$ cat src/coproc_defines.svh
// global sizes for every module; the lane index never drops below one bit
`ifndef COPROC_DEFINES_SVH
`define COPROC_DEFINES_SVH

`define COPROC_NUM_LANES 2 // instructions in flight at once
`define COPROC_ID_W      4 // xif instruction id
`define COPROC_XLEN      32 // operand, address and data width
`define COPROC_REG_W     5 // rd field of the instruction

// lane index width
`define COPROC_LANE_W ((`COPROC_NUM_LANES > 1) ? $clog2(`COPROC_NUM_LANES) : 1)

`endif
$ cat src/xif_pkg.sv
// field types of the eXtension interface; word accesses only, no byte enables or attributes
`default_nettype none
`include "coproc_defines.svh"

package xif_pkg;

  typedef logic [`COPROC_ID_W-1:0]  id_t;      // offloaded instruction id
  typedef logic [`COPROC_XLEN-1:0]  word_t;    // operand, address or data
  typedef logic [`COPROC_REG_W-1:0] reg_idx_t; // destination register
  typedef logic [2:0]               mem_size_t;

  // log2 of the byte count, as on the mem channel
  localparam mem_size_t MEM_SIZE_WORD = 3'd2;

endpackage

`default_nettype wire

$ cat src/coproc_pkg.sv
// opcodes use the custom-0/1/2 major slots; funct fields are never decoded
`default_nettype none
`include "coproc_defines.svh"

package coproc_pkg;

  typedef enum logic [6:0] {
    OPCODE_RMLD = 7'b000_1011, // custom-0
    OPCODE_RMST = 7'b010_1011, // custom-1
    OPCODE_TEST = 7'b101_1011  // custom-2
  } opcode_e;

  typedef enum logic [1:0] {
    OP_TEST  = 2'd0,
    OP_LOAD  = 2'd1,
    OP_STORE = 2'd2
  } lane_op_e;

  typedef enum logic [4:0] {
    IDLE        = 5'b00001,
    WAIT_COMMIT = 5'b00010,
    MEM_REQ     = 5'b00100,
    MEM_RESP    = 5'b01000,
    RETIRE      = 5'b10000
  } lane_state_e;

  localparam xif_pkg::word_t TEST_MAGIC = 32'hDEADBEEF;

  typedef logic [`COPROC_LANE_W-1:0] lane_idx_t;

  // lowest set bit of a lane mask, zero for an empty mask
  function automatic lane_idx_t first_set(input logic [`COPROC_NUM_LANES-1:0] mask);
    lane_idx_t idx;
    idx = '0;
    for (int i = `COPROC_NUM_LANES - 1; i >= 0; i--) begin
      if (mask[i]) begin
        idx = lane_idx_t'(i);
      end
    end
    return idx;
  endfunction

endpackage

`default_nettype wire

$ cat src/coproc_top.sv
// no compressed instructions, exceptions, dual ports or ecs writes; mem accesses are words
`default_nettype none
`include "coproc_defines.svh"

module coproc_top (
  input  wire                     clk_i,
  input  wire                     rst_ni,
  output logic                    compressed_ready,
  input  wire                     issue_valid,
  output logic                    issue_ready,
  input  wire  xif_pkg::word_t    issue_instr,
  input  wire  xif_pkg::word_t    issue_rs0,
  input  wire  xif_pkg::word_t    issue_rs1,
  input  wire  xif_pkg::id_t      issue_id,
  output logic                    issue_accept,
  output logic                    issue_writeback,
  output logic                    issue_loadstore,
  input  wire                     commit_valid,
  input  wire  xif_pkg::id_t      commit_id,
  input  wire                     commit_kill,
  output logic                    mem_valid,
  input  wire                     mem_ready,
  output xif_pkg::id_t            mem_id,
  output xif_pkg::word_t          mem_addr,
  output logic                    mem_we,
  output xif_pkg::word_t          mem_wdata,
  output xif_pkg::mem_size_t      mem_size,
  input  wire                     mem_result_valid,
  input  wire  xif_pkg::id_t      mem_result_id,
  input  wire  xif_pkg::word_t    mem_result_rdata,
  output logic                    result_valid,
  input  wire                     result_ready,
  output xif_pkg::id_t            result_id,
  output xif_pkg::reg_idx_t       result_rd,
  output logic                    result_we,
  output xif_pkg::word_t          result_data
);

  localparam int N = `COPROC_NUM_LANES;

  // dispatcher broadcast
  logic [N-1:0]         lane_busy;
  logic [N-1:0]         lane_start;
  coproc_pkg::lane_op_e start_op;
  xif_pkg::id_t         start_id;
  xif_pkg::reg_idx_t    start_rd;
  xif_pkg::word_t       start_addr;
  xif_pkg::word_t       start_wdata;

  // lane side of the merge unit
  logic [N-1:0]              lane_mem_valid;
  logic [N-1:0]              lane_mem_we;
  logic [N-1:0]              lane_mem_grant;
  xif_pkg::word_t [N-1:0]    lane_mem_addr;
  xif_pkg::word_t [N-1:0]    lane_mem_wdata;
  xif_pkg::id_t [N-1:0]      lane_id;
  logic [N-1:0]              lane_res_valid;
  logic [N-1:0]              lane_res_we;
  logic [N-1:0]              lane_res_grant;
  xif_pkg::reg_idx_t [N-1:0] lane_res_rd;
  xif_pkg::word_t [N-1:0]    lane_res_data;
  logic                      resp_valid;
  xif_pkg::id_t              resp_id;
  xif_pkg::word_t            resp_rdata;

  assign compressed_ready = 1'b0;

  coproc_dispatch i_dispatch (
    .clk_i, .rst_ni,
    .issue_valid, .issue_instr, .issue_rs0, .issue_rs1, .issue_id,
    .lane_busy,
    .issue_ready, .issue_accept, .issue_writeback, .issue_loadstore,
    .lane_start,
    .lane_op    (start_op),
    .lane_id    (start_id),
    .lane_rd    (start_rd),
    .lane_addr  (start_addr),
    .lane_wdata (start_wdata)
  );

  for (genvar g = 0; g < N; g++) begin : g_lane
    coproc_lane i_lane (
      .clk_i, .rst_ni,
      .start            (lane_start[g]),
      .op               (start_op),
      .id_in            (start_id),
      .rd_in            (start_rd),
      .addr_in          (start_addr),
      .wdata_in         (start_wdata),
      .commit_valid, .commit_id, .commit_kill,
      .mem_grant        (lane_mem_grant[g]),
      .mem_result_valid (resp_valid),
      .mem_result_id    (resp_id),
      .mem_result_rdata (resp_rdata),
      .res_grant        (lane_res_grant[g]),
      .busy             (lane_busy[g]),
      .mem_req_valid    (lane_mem_valid[g]),
      .mem_req_we       (lane_mem_we[g]),
      .mem_req_addr     (lane_mem_addr[g]),
      .mem_req_wdata    (lane_mem_wdata[g]),
      .lane_id          (lane_id[g]),
      .res_valid        (lane_res_valid[g]),
      .res_rd           (lane_res_rd[g]),
      .res_we           (lane_res_we[g]),
      .res_data         (lane_res_data[g])
    );
  end

  coproc_xif_merge i_merge (
    .clk_i, .rst_ni,
    .lane_mem_valid, .lane_mem_we, .lane_mem_addr, .lane_mem_wdata, .lane_id,
    .lane_res_valid, .lane_res_rd, .lane_res_we, .lane_res_data,
    .mem_ready, .mem_result_valid, .mem_result_id, .mem_result_rdata, .result_ready,
    .lane_mem_grant, .lane_res_grant,
    .mem_valid, .mem_id, .mem_addr, .mem_we, .mem_wdata, .mem_size,
    .result_valid, .result_id, .result_rd, .result_we, .result_data,
    .resp_valid, .resp_id, .resp_rdata
  );

endmodule

`default_nettype wire

$ cat src/coproc_xif_merge.sv
// fixed priority, lowest lane first on both channels; a busy lane 0 can starve the others
`default_nettype none
`include "coproc_defines.svh"

module coproc_xif_merge (
  input  wire                                           clk_i,
  input  wire                                           rst_ni,
  input  wire  [`COPROC_NUM_LANES-1:0]                  lane_mem_valid,
  input  wire  [`COPROC_NUM_LANES-1:0]                  lane_mem_we,
  input  wire  xif_pkg::word_t [`COPROC_NUM_LANES-1:0]  lane_mem_addr,
  input  wire  xif_pkg::word_t [`COPROC_NUM_LANES-1:0]  lane_mem_wdata,
  input  wire  xif_pkg::id_t [`COPROC_NUM_LANES-1:0]    lane_id,
  input  wire  [`COPROC_NUM_LANES-1:0]                  lane_res_valid,
  input  wire  xif_pkg::reg_idx_t [`COPROC_NUM_LANES-1:0] lane_res_rd,
  input  wire  [`COPROC_NUM_LANES-1:0]                  lane_res_we,
  input  wire  xif_pkg::word_t [`COPROC_NUM_LANES-1:0]  lane_res_data,
  input  wire                                           mem_ready,
  input  wire                                           mem_result_valid,
  input  wire  xif_pkg::id_t                            mem_result_id,
  input  wire  xif_pkg::word_t                          mem_result_rdata,
  input  wire                                           result_ready,
  output logic [`COPROC_NUM_LANES-1:0]                  lane_mem_grant,
  output logic [`COPROC_NUM_LANES-1:0]                  lane_res_grant,
  output logic                                          mem_valid,
  output xif_pkg::id_t                                  mem_id,
  output xif_pkg::word_t                                mem_addr,
  output logic                                          mem_we,
  output xif_pkg::word_t                                mem_wdata,
  output xif_pkg::mem_size_t                            mem_size,
  output logic                                          result_valid,
  output xif_pkg::id_t                                  result_id,
  output xif_pkg::reg_idx_t                             result_rd,
  output logic                                          result_we,
  output xif_pkg::word_t                                result_data,
  output logic                                          resp_valid,
  output xif_pkg::id_t                                  resp_id,
  output xif_pkg::word_t                                resp_rdata
);

  coproc_pkg::lane_idx_t mem_sel;
  coproc_pkg::lane_idx_t res_sel;
  logic                  mem_load; // output stage empty or handing off
  logic                  res_load;

  assign mem_sel  = coproc_pkg::first_set(lane_mem_valid);
  assign res_sel  = coproc_pkg::first_set(lane_res_valid);
  assign mem_load = !mem_valid || mem_ready;
  assign res_load = !result_valid || result_ready;

  // grant pulse makes the lane drop its request next cycle
  always_comb begin
    lane_mem_grant          = '0;
    lane_res_grant          = '0;
    lane_mem_grant[mem_sel] = mem_load && |lane_mem_valid;
    lane_res_grant[res_sel] = res_load && |lane_res_valid;
  end

  always_ff @(posedge clk_i or negedge rst_ni) begin
    if (!rst_ni) begin
      mem_valid    <= 1'b0;
      result_valid <= 1'b0;
    end else begin
      if (mem_load) begin
        mem_valid <= |lane_mem_valid;
      end
      if (res_load) begin
        result_valid <= |lane_res_valid;
      end
    end
  end

  always_ff @(posedge clk_i) begin
    if (|lane_mem_grant) begin
      mem_id    <= lane_id[mem_sel];
      mem_addr  <= lane_mem_addr[mem_sel];
      mem_we    <= lane_mem_we[mem_sel];
      mem_wdata <= lane_mem_wdata[mem_sel];
    end
    if (|lane_res_grant) begin
      result_id   <= lane_id[res_sel];
      result_rd   <= lane_res_rd[res_sel];
      result_we   <= lane_res_we[res_sel];
      result_data <= lane_res_data[res_sel];
    end
  end

  assign mem_size = xif_pkg::MEM_SIZE_WORD;

  // every lane sees the response, the id picks the owner
  assign resp_valid = mem_result_valid;
  assign resp_id    = mem_result_id;
  assign resp_rdata = mem_result_rdata;

  a_grant_onehot: assert property (@(posedge clk_i) disable iff (!rst_ni)
    $onehot0(lane_mem_grant) && $onehot0(lane_res_grant));

  // a stalled request must not change under the memory
  a_mem_hold: assert property (@(posedge clk_i) disable iff (!rst_ni)
    mem_valid && !mem_ready |=> mem_valid && $stable(mem_addr) && $stable(mem_id));

endmodule

`default_nettype wire

$ cat src/coproc_lane.sv
// one instruction at a time; ids are unique among lanes in flight and kills precede commit
`default_nettype none
`include "coproc_defines.svh"

module coproc_lane (
  input  wire                  clk_i,
  input  wire                  rst_ni,
  input  wire                  start,
  input  wire  coproc_pkg::lane_op_e op,
  input  wire  xif_pkg::id_t   id_in,
  input  wire  xif_pkg::reg_idx_t rd_in,
  input  wire  xif_pkg::word_t addr_in,
  input  wire  xif_pkg::word_t wdata_in,
  input  wire                  commit_valid,
  input  wire  xif_pkg::id_t   commit_id,
  input  wire                  commit_kill,
  input  wire                  mem_grant,
  input  wire                  mem_result_valid,
  input  wire  xif_pkg::id_t   mem_result_id,
  input  wire  xif_pkg::word_t mem_result_rdata,
  input  wire                  res_grant,
  output logic                 busy,
  output logic                 mem_req_valid,
  output logic                 mem_req_we,
  output xif_pkg::word_t       mem_req_addr,
  output xif_pkg::word_t       mem_req_wdata,
  output xif_pkg::id_t         lane_id,
  output logic                 res_valid,
  output xif_pkg::reg_idx_t    res_rd,
  output logic                 res_we,
  output xif_pkg::word_t       res_data
);

  coproc_pkg::lane_state_e state_q, state_d;
  coproc_pkg::lane_op_e    op_q;
  xif_pkg::id_t            id_q;
  xif_pkg::reg_idx_t       rd_q;
  xif_pkg::word_t          addr_q;
  xif_pkg::word_t          data_q;    // store data, later load data or magic
  logic                    commit_q;  // sticky commit
  logic                    commit_hit;
  logic                    kill_hit;
  logic                    committed;
  logic                    resp_hit;

  // on the start cycle our id is still on the input
  assign commit_hit = commit_valid && (commit_id == (start ? id_in : id_q));
  assign kill_hit   = commit_hit && commit_kill;
  assign committed  = commit_q || (commit_hit && !commit_kill);
  assign resp_hit   = mem_result_valid && (mem_result_id == id_q);

  always_comb begin
    state_d = state_q;
    unique case (state_q)
      coproc_pkg::IDLE: begin
        if (start) begin
          state_d = coproc_pkg::WAIT_COMMIT;
        end
      end
      coproc_pkg::WAIT_COMMIT: begin
        if (committed) begin
          state_d = (op_q == coproc_pkg::OP_TEST) ? coproc_pkg::RETIRE : coproc_pkg::MEM_REQ;
        end
      end
      coproc_pkg::MEM_REQ: begin
        if (mem_grant) begin
          state_d = coproc_pkg::MEM_RESP;
        end
      end
      coproc_pkg::MEM_RESP: begin
        if (resp_hit) begin
          state_d = coproc_pkg::RETIRE;
        end
      end
      coproc_pkg::RETIRE: begin
        if (res_grant) begin
          state_d = coproc_pkg::IDLE;
        end
      end
      default: state_d = coproc_pkg::IDLE;
    endcase
    // killed before retire, drop everything
    if (kill_hit && state_q != coproc_pkg::RETIRE) begin
      state_d = coproc_pkg::IDLE;
    end
  end

  always_ff @(posedge clk_i or negedge rst_ni) begin
    if (!rst_ni) begin
      state_q  <= coproc_pkg::IDLE;
      commit_q <= 1'b0;
    end else begin
      state_q <= state_d;
      if (state_d == coproc_pkg::IDLE) begin
        commit_q <= 1'b0;
      end else if (commit_hit && !commit_kill) begin
        commit_q <= 1'b1;
      end
    end
  end

  always_ff @(posedge clk_i) begin
    if (start) begin
      op_q   <= op;
      id_q   <= id_in;
      rd_q   <= rd_in;
      addr_q <= addr_in;
      data_q <= (op == coproc_pkg::OP_TEST) ? coproc_pkg::TEST_MAGIC : wdata_in;
    end else if (state_q == coproc_pkg::MEM_RESP && resp_hit && op_q == coproc_pkg::OP_LOAD) begin
      data_q <= mem_result_rdata;
    end
  end

  assign busy          = (state_q != coproc_pkg::IDLE);
  assign mem_req_valid = (state_q == coproc_pkg::MEM_REQ);
  assign mem_req_we    = (op_q == coproc_pkg::OP_STORE);
  assign mem_req_addr  = addr_q;
  assign mem_req_wdata = data_q;
  assign lane_id       = id_q;
  assign res_valid     = (state_q == coproc_pkg::RETIRE);
  assign res_rd        = rd_q;
  assign res_we        = (op_q != coproc_pkg::OP_STORE); // stores write nothing back
  assign res_data      = data_q;

  // the merge unit may stall the result for many cycles
  a_res_hold: assert property (@(posedge clk_i) disable iff (!rst_ni)
    res_valid && !res_grant |=> res_valid);

  a_state_onehot: assert property (@(posedge clk_i) disable iff (!rst_ni)
    $onehot(state_q));

endmodule

`default_nettype wire

$ cat src/coproc_dispatch.sv
// one issue per cycle; accept, writeback and loadstore come from the major opcode alone
`default_nettype none
`include "coproc_defines.svh"

module coproc_dispatch (
  input  wire                          clk_i,
  input  wire                          rst_ni,
  input  wire                          issue_valid,
  input  wire  xif_pkg::word_t         issue_instr,
  input  wire  xif_pkg::word_t         issue_rs0,
  input  wire  xif_pkg::word_t         issue_rs1,
  input  wire  xif_pkg::id_t           issue_id,
  input  wire  [`COPROC_NUM_LANES-1:0] lane_busy,
  output logic                         issue_ready,
  output logic                         issue_accept,
  output logic                         issue_writeback,
  output logic                         issue_loadstore,
  output logic [`COPROC_NUM_LANES-1:0] lane_start,
  output coproc_pkg::lane_op_e         lane_op,
  output xif_pkg::id_t                 lane_id,
  output xif_pkg::reg_idx_t            lane_rd,
  output xif_pkg::word_t               lane_addr,
  output xif_pkg::word_t               lane_wdata
);

  coproc_pkg::opcode_e   opcode;
  coproc_pkg::lane_idx_t free_idx; // lowest idle lane
  logic                  fire;

  assign opcode = coproc_pkg::opcode_e'(issue_instr[6:0]);

  always_comb begin
    issue_accept    = 1'b1;
    issue_writeback = 1'b0;
    issue_loadstore = 1'b0;
    lane_op         = coproc_pkg::OP_TEST;
    case (opcode)
      coproc_pkg::OPCODE_TEST: issue_writeback = 1'b1;
      coproc_pkg::OPCODE_RMLD: begin
        lane_op         = coproc_pkg::OP_LOAD;
        issue_writeback = 1'b1;
        issue_loadstore = 1'b1;
      end
      coproc_pkg::OPCODE_RMST: begin
        lane_op         = coproc_pkg::OP_STORE;
        issue_loadstore = 1'b1;
      end
      default: issue_accept = 1'b0; // not ours, rejected
    endcase
  end

  assign issue_ready = ~&lane_busy;
  assign free_idx    = coproc_pkg::first_set(~lane_busy);
  assign fire        = issue_valid && issue_ready && issue_accept;

  always_comb begin
    lane_start           = '0;
    lane_start[free_idx] = fire;
  end

  // operand broadcast, only the started lane latches it
  assign lane_id    = issue_id;
  assign lane_rd    = issue_instr[11:7];
  assign lane_addr  = issue_rs0;
  assign lane_wdata = issue_rs1;

  // the busy flags come back from the lanes
  a_start_idle: assert property (@(posedge clk_i) disable iff (!rst_ni)
    $onehot0(lane_start) && ((lane_start & lane_busy) == '0));

endmodule

`default_nettype wire

$ cat config.mk
export PLATFORM = sky130hd
export DESIGN_NAME = coproc_top
export DESIGN_NICKNAME = d
export VERILOG_FILES = /design/src/xif_pkg.sv /design/src/coproc_pkg.sv /design/src/coproc_top.sv /design/src/coproc_xif_merge.sv /design/src/coproc_lane.sv /design/src/coproc_dispatch.sv
export VERILOG_INCLUDE_DIRS = /design/src /design/src/src
export SDC_FILE = /design/constraint.sdc
export NUM_CORES = 1
export LEC_CHECK = 0
export ABC_CLOCK_PERIOD_IN_PS = 8500
export BUFFER_PORTS_ARGS = -buffer_cell sky130_fd_sc_hd__buf_2
export CORE_MARGIN = 5
export CORE_UTILIZATION = 54
export CTS_CLUSTER_DIAMETER = 120
export CTS_CLUSTER_SIZE = 16
export DETAILED_ROUTE_END_ITERATION = 12
export PLACE_DENSITY = 0.84
export REMOVE_ABC_BUFFERS = 1
export SLEW_MARGIN = 20
export SYNTH_ARGS = -nofsm -noshare
export SYNTH_HDL_FRONTEND = slang
export SYNTH_SLANG_ARGS = --single-unit
$ cat constraint.sdc
create_clock -name clk_i -period 8.5 [get_ports clk_i]
set_input_delay 0.85 -clock clk_i [delete_from_list [all_inputs] [get_ports clk_i]]
set_output_delay 0.85 -clock clk_i [all_outputs]
set_load 0.05 [all_outputs]
# == Word level (Yosys, flattened, before mapping) ==
# Cells that the tools add are included.
# totals
input_bits,148
ff_bits,275
output_inout_bits,121
# classes
n_lt_le_gt_ge,6
n_reduce_logical,44
bitwise_logic,4
n_mux,59
n_eq_ne,29
# ops
operator,n
32-bit two-way mux,11
5-bit two-way mux,16
5-bit one-hot mux with 5 select lines,2
4-bit two-way mux,6
1-bit logical AND,21
5-bit by 1-bit == test with 1-bit output (second input constant),4
1-bit two-way mux,20
4-bit == test,4
2-bit OR reduction,6
5-bit by 2-bit == test with 1-bit output (second input constant),2
5-bit by 3-bit == test with 1-bit output (second input constant),2
5-bit by 4-bit == test with 1-bit output (second input constant),2
5-bit == test (second input constant),2
5-bit by 1-bit != test with 1-bit output (second input constant),2
5-bit != test (second input constant),2
2-bit nonzero test,4
7-bit by 4-bit == test with 1-bit output (second input constant),1
7-bit by 6-bit == test with 1-bit output (second input constant),1
7-bit == test (second input constant),1
2-bit AND,3
2-bit logical NOT,3
1-bit by 2-bit less-than comparator with 1-bit output (second input constant),3
2-bit by 1-bit == test with 1-bit output (second input constant),2
2-bit == test (second input constant),2
9 further kinds,20

# == Depth between registers and ports, before layout ==
# logic_depth
depth_word,19
ltp_mapped,9

# == Hierarchy ==
# Synthesis repeated with hierarchy kept, for this count alone.
# hier_totals
hier_cells,848
hier_area_um2,13220.2
# by_module_without_submodules
module,area_each_um2,seq_area_each_um2,cells_per_inst,instances
coproc_lane,3452.1,2363.5,231,2
coproc_xif_merge,5659.2,3383.2,295,1
coproc_dispatch,645.6,0.0,89,1
coproc_top,11.3,0.0,2,1

# == Worst setup path before layout ==
# Ideal clock, no wire load.
# synth_path
path_kind,input port to flip-flop
startpoint,input mem_ready
endpoint,register i_merge.mem_addr[0] (enable)
slack_ns,1.830
setup_time_ns,0.601
arrival_time_ns,6.069
cell_stages,2
cell_sequence,nand2b_1 -> a21boi_0
# synth_via
elab_chain_cells,4
# synth_rtl
element,line_no,source
from (decl),coproc_top.sv:22,"input wire mem_ready,"
1-bit logical OR,coproc_xif_merge.sv:47,assign mem_load = !mem_valid || mem_ready;
1-bit logical AND,coproc_xif_merge.sv:54,lane_mem_grant[mem_sel] = mem_load && |lane_mem_valid;
2-bit AND (no source line),-,
2-bit OR reduction,coproc_xif_merge.sv:73,if (|lane_mem_grant) begin
to (signal assigned),coproc_xif_merge.sv:75,mem_addr <= lane_mem_addr[mem_sel];
to (decl),coproc_xif_merge.sv:26,"output xif_pkg::word_t mem_addr,"
# Every way passes these cells.
# A chain may end at the register's enable or synchronous reset.

# == Worst setup path after layout ==
# layout_path
startpoint,register g_lane[0].i_lane.state_q[2]
endpoint,register g_lane[1].i_lane.state_q[2]
# layout_via
elab_chain_cells,16
elab_cells_between_ends,46
classes_between,order compare: 6; eq/ne: 4; mux: 16; bitwise: 4; reduce/logical: 16
# layout_rtl
element,line_no,source
from (decl),coproc_lane.sv:34,"coproc_pkg::lane_state_e state_q, state_d;"
from (signal assigned),coproc_lane.sv:90,state_q <= coproc_pkg::IDLE;
from (signal assigned),coproc_lane.sv:93,state_q <= state_d;
5-bit by 1-bit != test with 1-bit output,coproc_lane.sv:114,assign busy = (state_q != coproc_pkg::IDLE);
2-bit inverter,coproc_dispatch.sv:53,assign free_idx = coproc_pkg::first_set(~lane_busy);
1-bit two-way mux,coproc_pkg.sv:36,if (mask[i]) begin
1-bit by 2-bit less-than comparator with 1-bit output (implied by the code) or 1-bit greater-or-equal comparator (tied branches),coproc_dispatch.sv:58,lane_start[free_idx] = fire;
1-bit logical AND (implied by the code),coproc_dispatch.sv:58,
1-bit two-way mux (implied by the code),coproc_dispatch.sv:58,
1-bit demux with 1-bit select,-,
2-bit AND (no source line),-,
4-bit two-way mux,-,
4-bit == test,coproc_lane.sv:47,assign commit_hit = commit_valid && (commit_id == (start ? id_in : id_q));
1-bit logical AND,coproc_lane.sv:47,
1-bit logical AND,coproc_lane.sv:49,assign committed = commit_q || (commit_hit && !commit_kill);
1-bit logical OR,coproc_lane.sv:49,
5-bit two-way mux,coproc_lane.sv:61,if (committed) begin
5-bit one-hot mux with 5 select lines,coproc_lane.sv:54,unique case (state_q)
5-bit two-way mux (*),coproc_lane.sv:83,if (kill_hit && state_q != coproc_pkg::RETIRE) begin
named net g_lane[1].i_lane.state_d[2],coproc_lane.sv:34,
to (signal assigned),coproc_lane.sv:90,
to (signal assigned),coproc_lane.sv:93,
to (decl),coproc_lane.sv:34,
# The timed path passes the listed nets; every way through them passes the cells marked *.

==> key figures <==
Worst setup path
  – CP max-delay cell: buf_4
  – Data required time of the worst path: 8900 ps
  – Critical Path Max Stage Delay: 550 ps
  – WS Path Type: reg -> reg
  – Critical Path AT: 4020 ps
  – Crit-path cells: or3_4 > o211a_1 > nand2_2 > buf_4 > inv_2 > buf_4 > o31ai_1 > a41oi_1 > or3b_1 > a21oi_1
  – Reg2reg start: g_lane[0].i_lane.state_q[2]
  – Worst R2R Setup Slack: 4880 ps
  – CP top delay family: compound AO/OA/AOI/OAI gates
  – Worst reg2reg endpoint: g_lane[1].i_lane.state_q[2]
  – CP endpoint kind: flip-flop
  – CP startpoint: g_lane[0].i_lane.state_q[2]
  – Crit path buf inv count: 3
  – Crit Path Max Fanout: 72
  – Most used cell, CP: buf_4
  – Setup crit start kind: flip-flop
  – Worst r2r path cells: 10

Yosys
  – FF+latch count, synth: approximately 280
  – Leading area contributor after synthesis: edfxtp_1
  – EDFF count, synth: 253
  – Syn_area_per_cell: around 15 sq um
  – Synth warn: 0
  – Unique masters post-synth: 59
  – Share of the yosys chip area belonging to registers: between 70 and 80%
  – Fraction of synthesis flops using an asynchronous set or reset pin: approximately 5.1%
  – Synth area leaders: edfxtp_1 67%, mux2_2 11%, nand2_1 3.6%
  – Synth top area share: 67.1%
  – Main flop type after synthesis: edfxtp_1
  – Cell Area, Synth: about 0.011 sq mm
  – Cells after Synth: roughly 780

Clocking
  – CTS tree: done
  – Htree depth: 1
  – Post-cts repair resize count: 0
  – # clock sinks: 275
  – Hold_buf cts: 0
  – Max clock buf depth: 3
  – TritonCTS Buffers: 21
  – Post-CTS Setup Bufs: 0
  – Root buffer cell: clkbuf_16
  – Clk_lat worst skew: 500 ps
  – Clock transition at the registers of the reported paths: 70 ps

Timing
  – Fmax: 276 MHz
  – Final setup viols: 0
  – Max-Slew Margin vs Limit: 26.2%
  – Tmin final: 3620 ps
  – RSZ-0062 raised after global routing: no
  – Slew @ Worst Pin: 1110 ps
  – Worst Clk Skew: around 19 ps
  – Setup TNS: 0 ps
  – Hold Vio Cnt, Final: 0
  – Fin. max-slew vios: 0
  – Final period util: 42.6%

Global routing
  – Number of global-route vias before repair: 7,306
  – Congestion Overflow GR: 0
  – Initial antenna violation count: 3
  – Overall routing resource usage: between 20% and 30%
  – First-pass GRT wire length: around 40,000 um
  – Largest net degree at the start of global routing: between 70 and 80

Drt
  – 1st-iter DRT viols: about 600
  – Drt pass-1 iters: 5
  – Routed met2 length: 13,200 um
  – DRT met1 WL: 10,500 um
  – Final antenna-violating net count: 0
  – Final wirelength: about 27,000 um
  – Vias: 7,291
  – Met3 routed wirelength: 2060 um
  – Max layer used: met5
  – Wire per inst: 20.3 um
  – Vias/cell: 5.60
  – DRC viols: 0

Cells and area
  – Final net count: roughly 1,200
  – Commonest non-fill, non-tap cell in the layout: edfxtp_1
  – Layout cells sized above 1: approximately two fifths
  – Commonest cells after routing, fill and taps aside: 253 x edfxtp_1, 244 x buf_2, 108 x mux2_2, 104 x nand2_1, 78 x o21ai_0
  – P&R area growth vs syn: 18.6%
  – Core Util, Final: 64.5%

Die
  – Initial Util: 54.4%
  – # IOs: 269
  – Core Footprint: 0.0208 sq mm
  – Site row count: 53
  – Chip width: 155 um
  – Die ar.: 0.0240 sq mm
  – Die span in y: 155 um

Outcome
  – Status: complete, no violations

Flow run
  – Number of max-cap violations: 0

Pwr
  – PD cells: 190 mW/mm^2
  – Leakage Power: roughly 0.0052 uW
  – Max VDD drop: between 0.1 and 0.15 mV
  – Final Total Pwr: between 2000 and 3000 uW

Worst hold path
  – Hold Crit Class: in -> async

Place
  – Count of buffers from port buffering: 244
  – Gpl congestion: 0.893
  – Post-DP HPWL: 17,400 um
-- area by class of cell --
cell class / instances / area [sq um]
timing repair buffer: 251 / 1270
antenna: 2 / 5.00
fill: 1475 / 7400
clock inverter: 1 / 16.3
multi-input combinational: 456 / 3060
tap: 275 / 344
sequential: 275 / 8110
inverter: 15 / 56.3
clock buffer: 28 / 552
-- cell families (layout without fill, tap and decap cells) --
kind of cell / count (synthesis) / count (layout) / synth area share [%]
flops: 275 / 275 / 71.7
simple gates: 210 / 210 / 8.38
compound gates: 124 / 124 / 6.60
mux: 109 / 109 / 10.8
buf+inv: 49 / 295 / 1.77
xor+xnor: 9 / 9 / 0.696
other cells: 2 / 6 / 0.0664
-- cell usage after synthesis (3+ instances only) --
| cell | instances |
|---|---|
| a21oi_1 | 11 |
| and2_1 | 3 |
| buf_4 | 4 |
| clkbuf_1 | 29 |
| dfrtp_1 | 12 |
| dfxtp_1 | 8 |
| edfxtp_1 | 253 |
| inv_1 | 14 |
| mux2_2 | 108 |
| nand2_1 | 108 |
| nand2b_1 | 7 |
| nand3_1 | 7 |
| nand3b_1 | 4 |
| nor2_1 | 48 |
| nor2b_1 | 5 |
| nor3_1 | 9 |
| o211a_1 | 3 |
| o211ai_1 | 3 |
| o21a_1 | 3 |
| o21ai_0 | 78 |
| o221ai_1 | 3 |
| o22ai_1 | 4 |
| o41ai_1 | 3 |
| xor2_1 | 7 |
-- worst reg2reg max path, stage by stage (launching register included) --
cell,delay (ps)
dfrtp_1,450
or3_4,420
o211a_1,290
nand2_2,80
buf_4,550
inv_2,90
buf_4,340
o31ai_1,450
a41oi_1,270
or3b_1,440
a21oi_1,150
-- through the flow --
stage               cells  setup WS, ps  area, sq um  hold WS, ps
floorplan             746          1830        11200          477
global placement     1272          4570        12800          511
detailed placement   1272          4490        12800          525
CTS                  1301          4910        13400          229
global route         1302          4720        13400          251
finish               1303          4880        13400          235
-- state kept, by name, indices dropped and copies added (netlist names), 2 cells and up --
signal / cells
g_lane.i_lane.mem_req_wdata: 64
g_lane.i_lane.lane_id: 8
i_merge.result_data: 32
i_merge.mem_addr: 32
i_merge.result_rd: 5
i_merge.mem_wdata: 32
g_lane.i_lane.op_q: 4
g_lane.i_lane.state_q: 10
g_lane.i_lane.commit_q: 2
g_lane.i_lane.mem_req_addr: 64
g_lane.i_lane.res_rd: 10
i_merge.mem_id: 4
i_merge.result_id: 4
-- per-layer routing --
metal	global-route usage [%]	vias to the layer above
met3	3.61	49
li1	-	3365
met2	37.4	352
met1	28.3	3521
met5	0	-
met4	6.52	4
-- where the power goes --
group | leakage [uW] | internal (uW) | total, uW | switching (uW)
Sequential | 0.00253 | 1490 | 1500 | 15.6
Combinational | 0.00236 | 70.3 | 165 | 95.1
Clock | 0.000274 | 454 | 888 | 434
-- worst max-delay path by stage --
| stage | end | slack (ps) | cells after the start |
|---|---|---|---|
| floorplan | i_merge.mem_addr[0] | 1830 | 2 |
| global placement | g_lane[1].i_lane.state_q[2] | 4570 | 11 |
| detailed placement | g_lane[1].i_lane.state_q[2] | 4490 | 11 |
| CTS | g_lane[1].i_lane.state_q[2] | 4910 | 10 |
| global route | g_lane[1].i_lane.state_q[2] | 4720 | 10 |
| finish | g_lane[1].i_lane.state_q[2] | 4880 | 10 |
No activity file was read; power rests on OpenSTA's default activity.
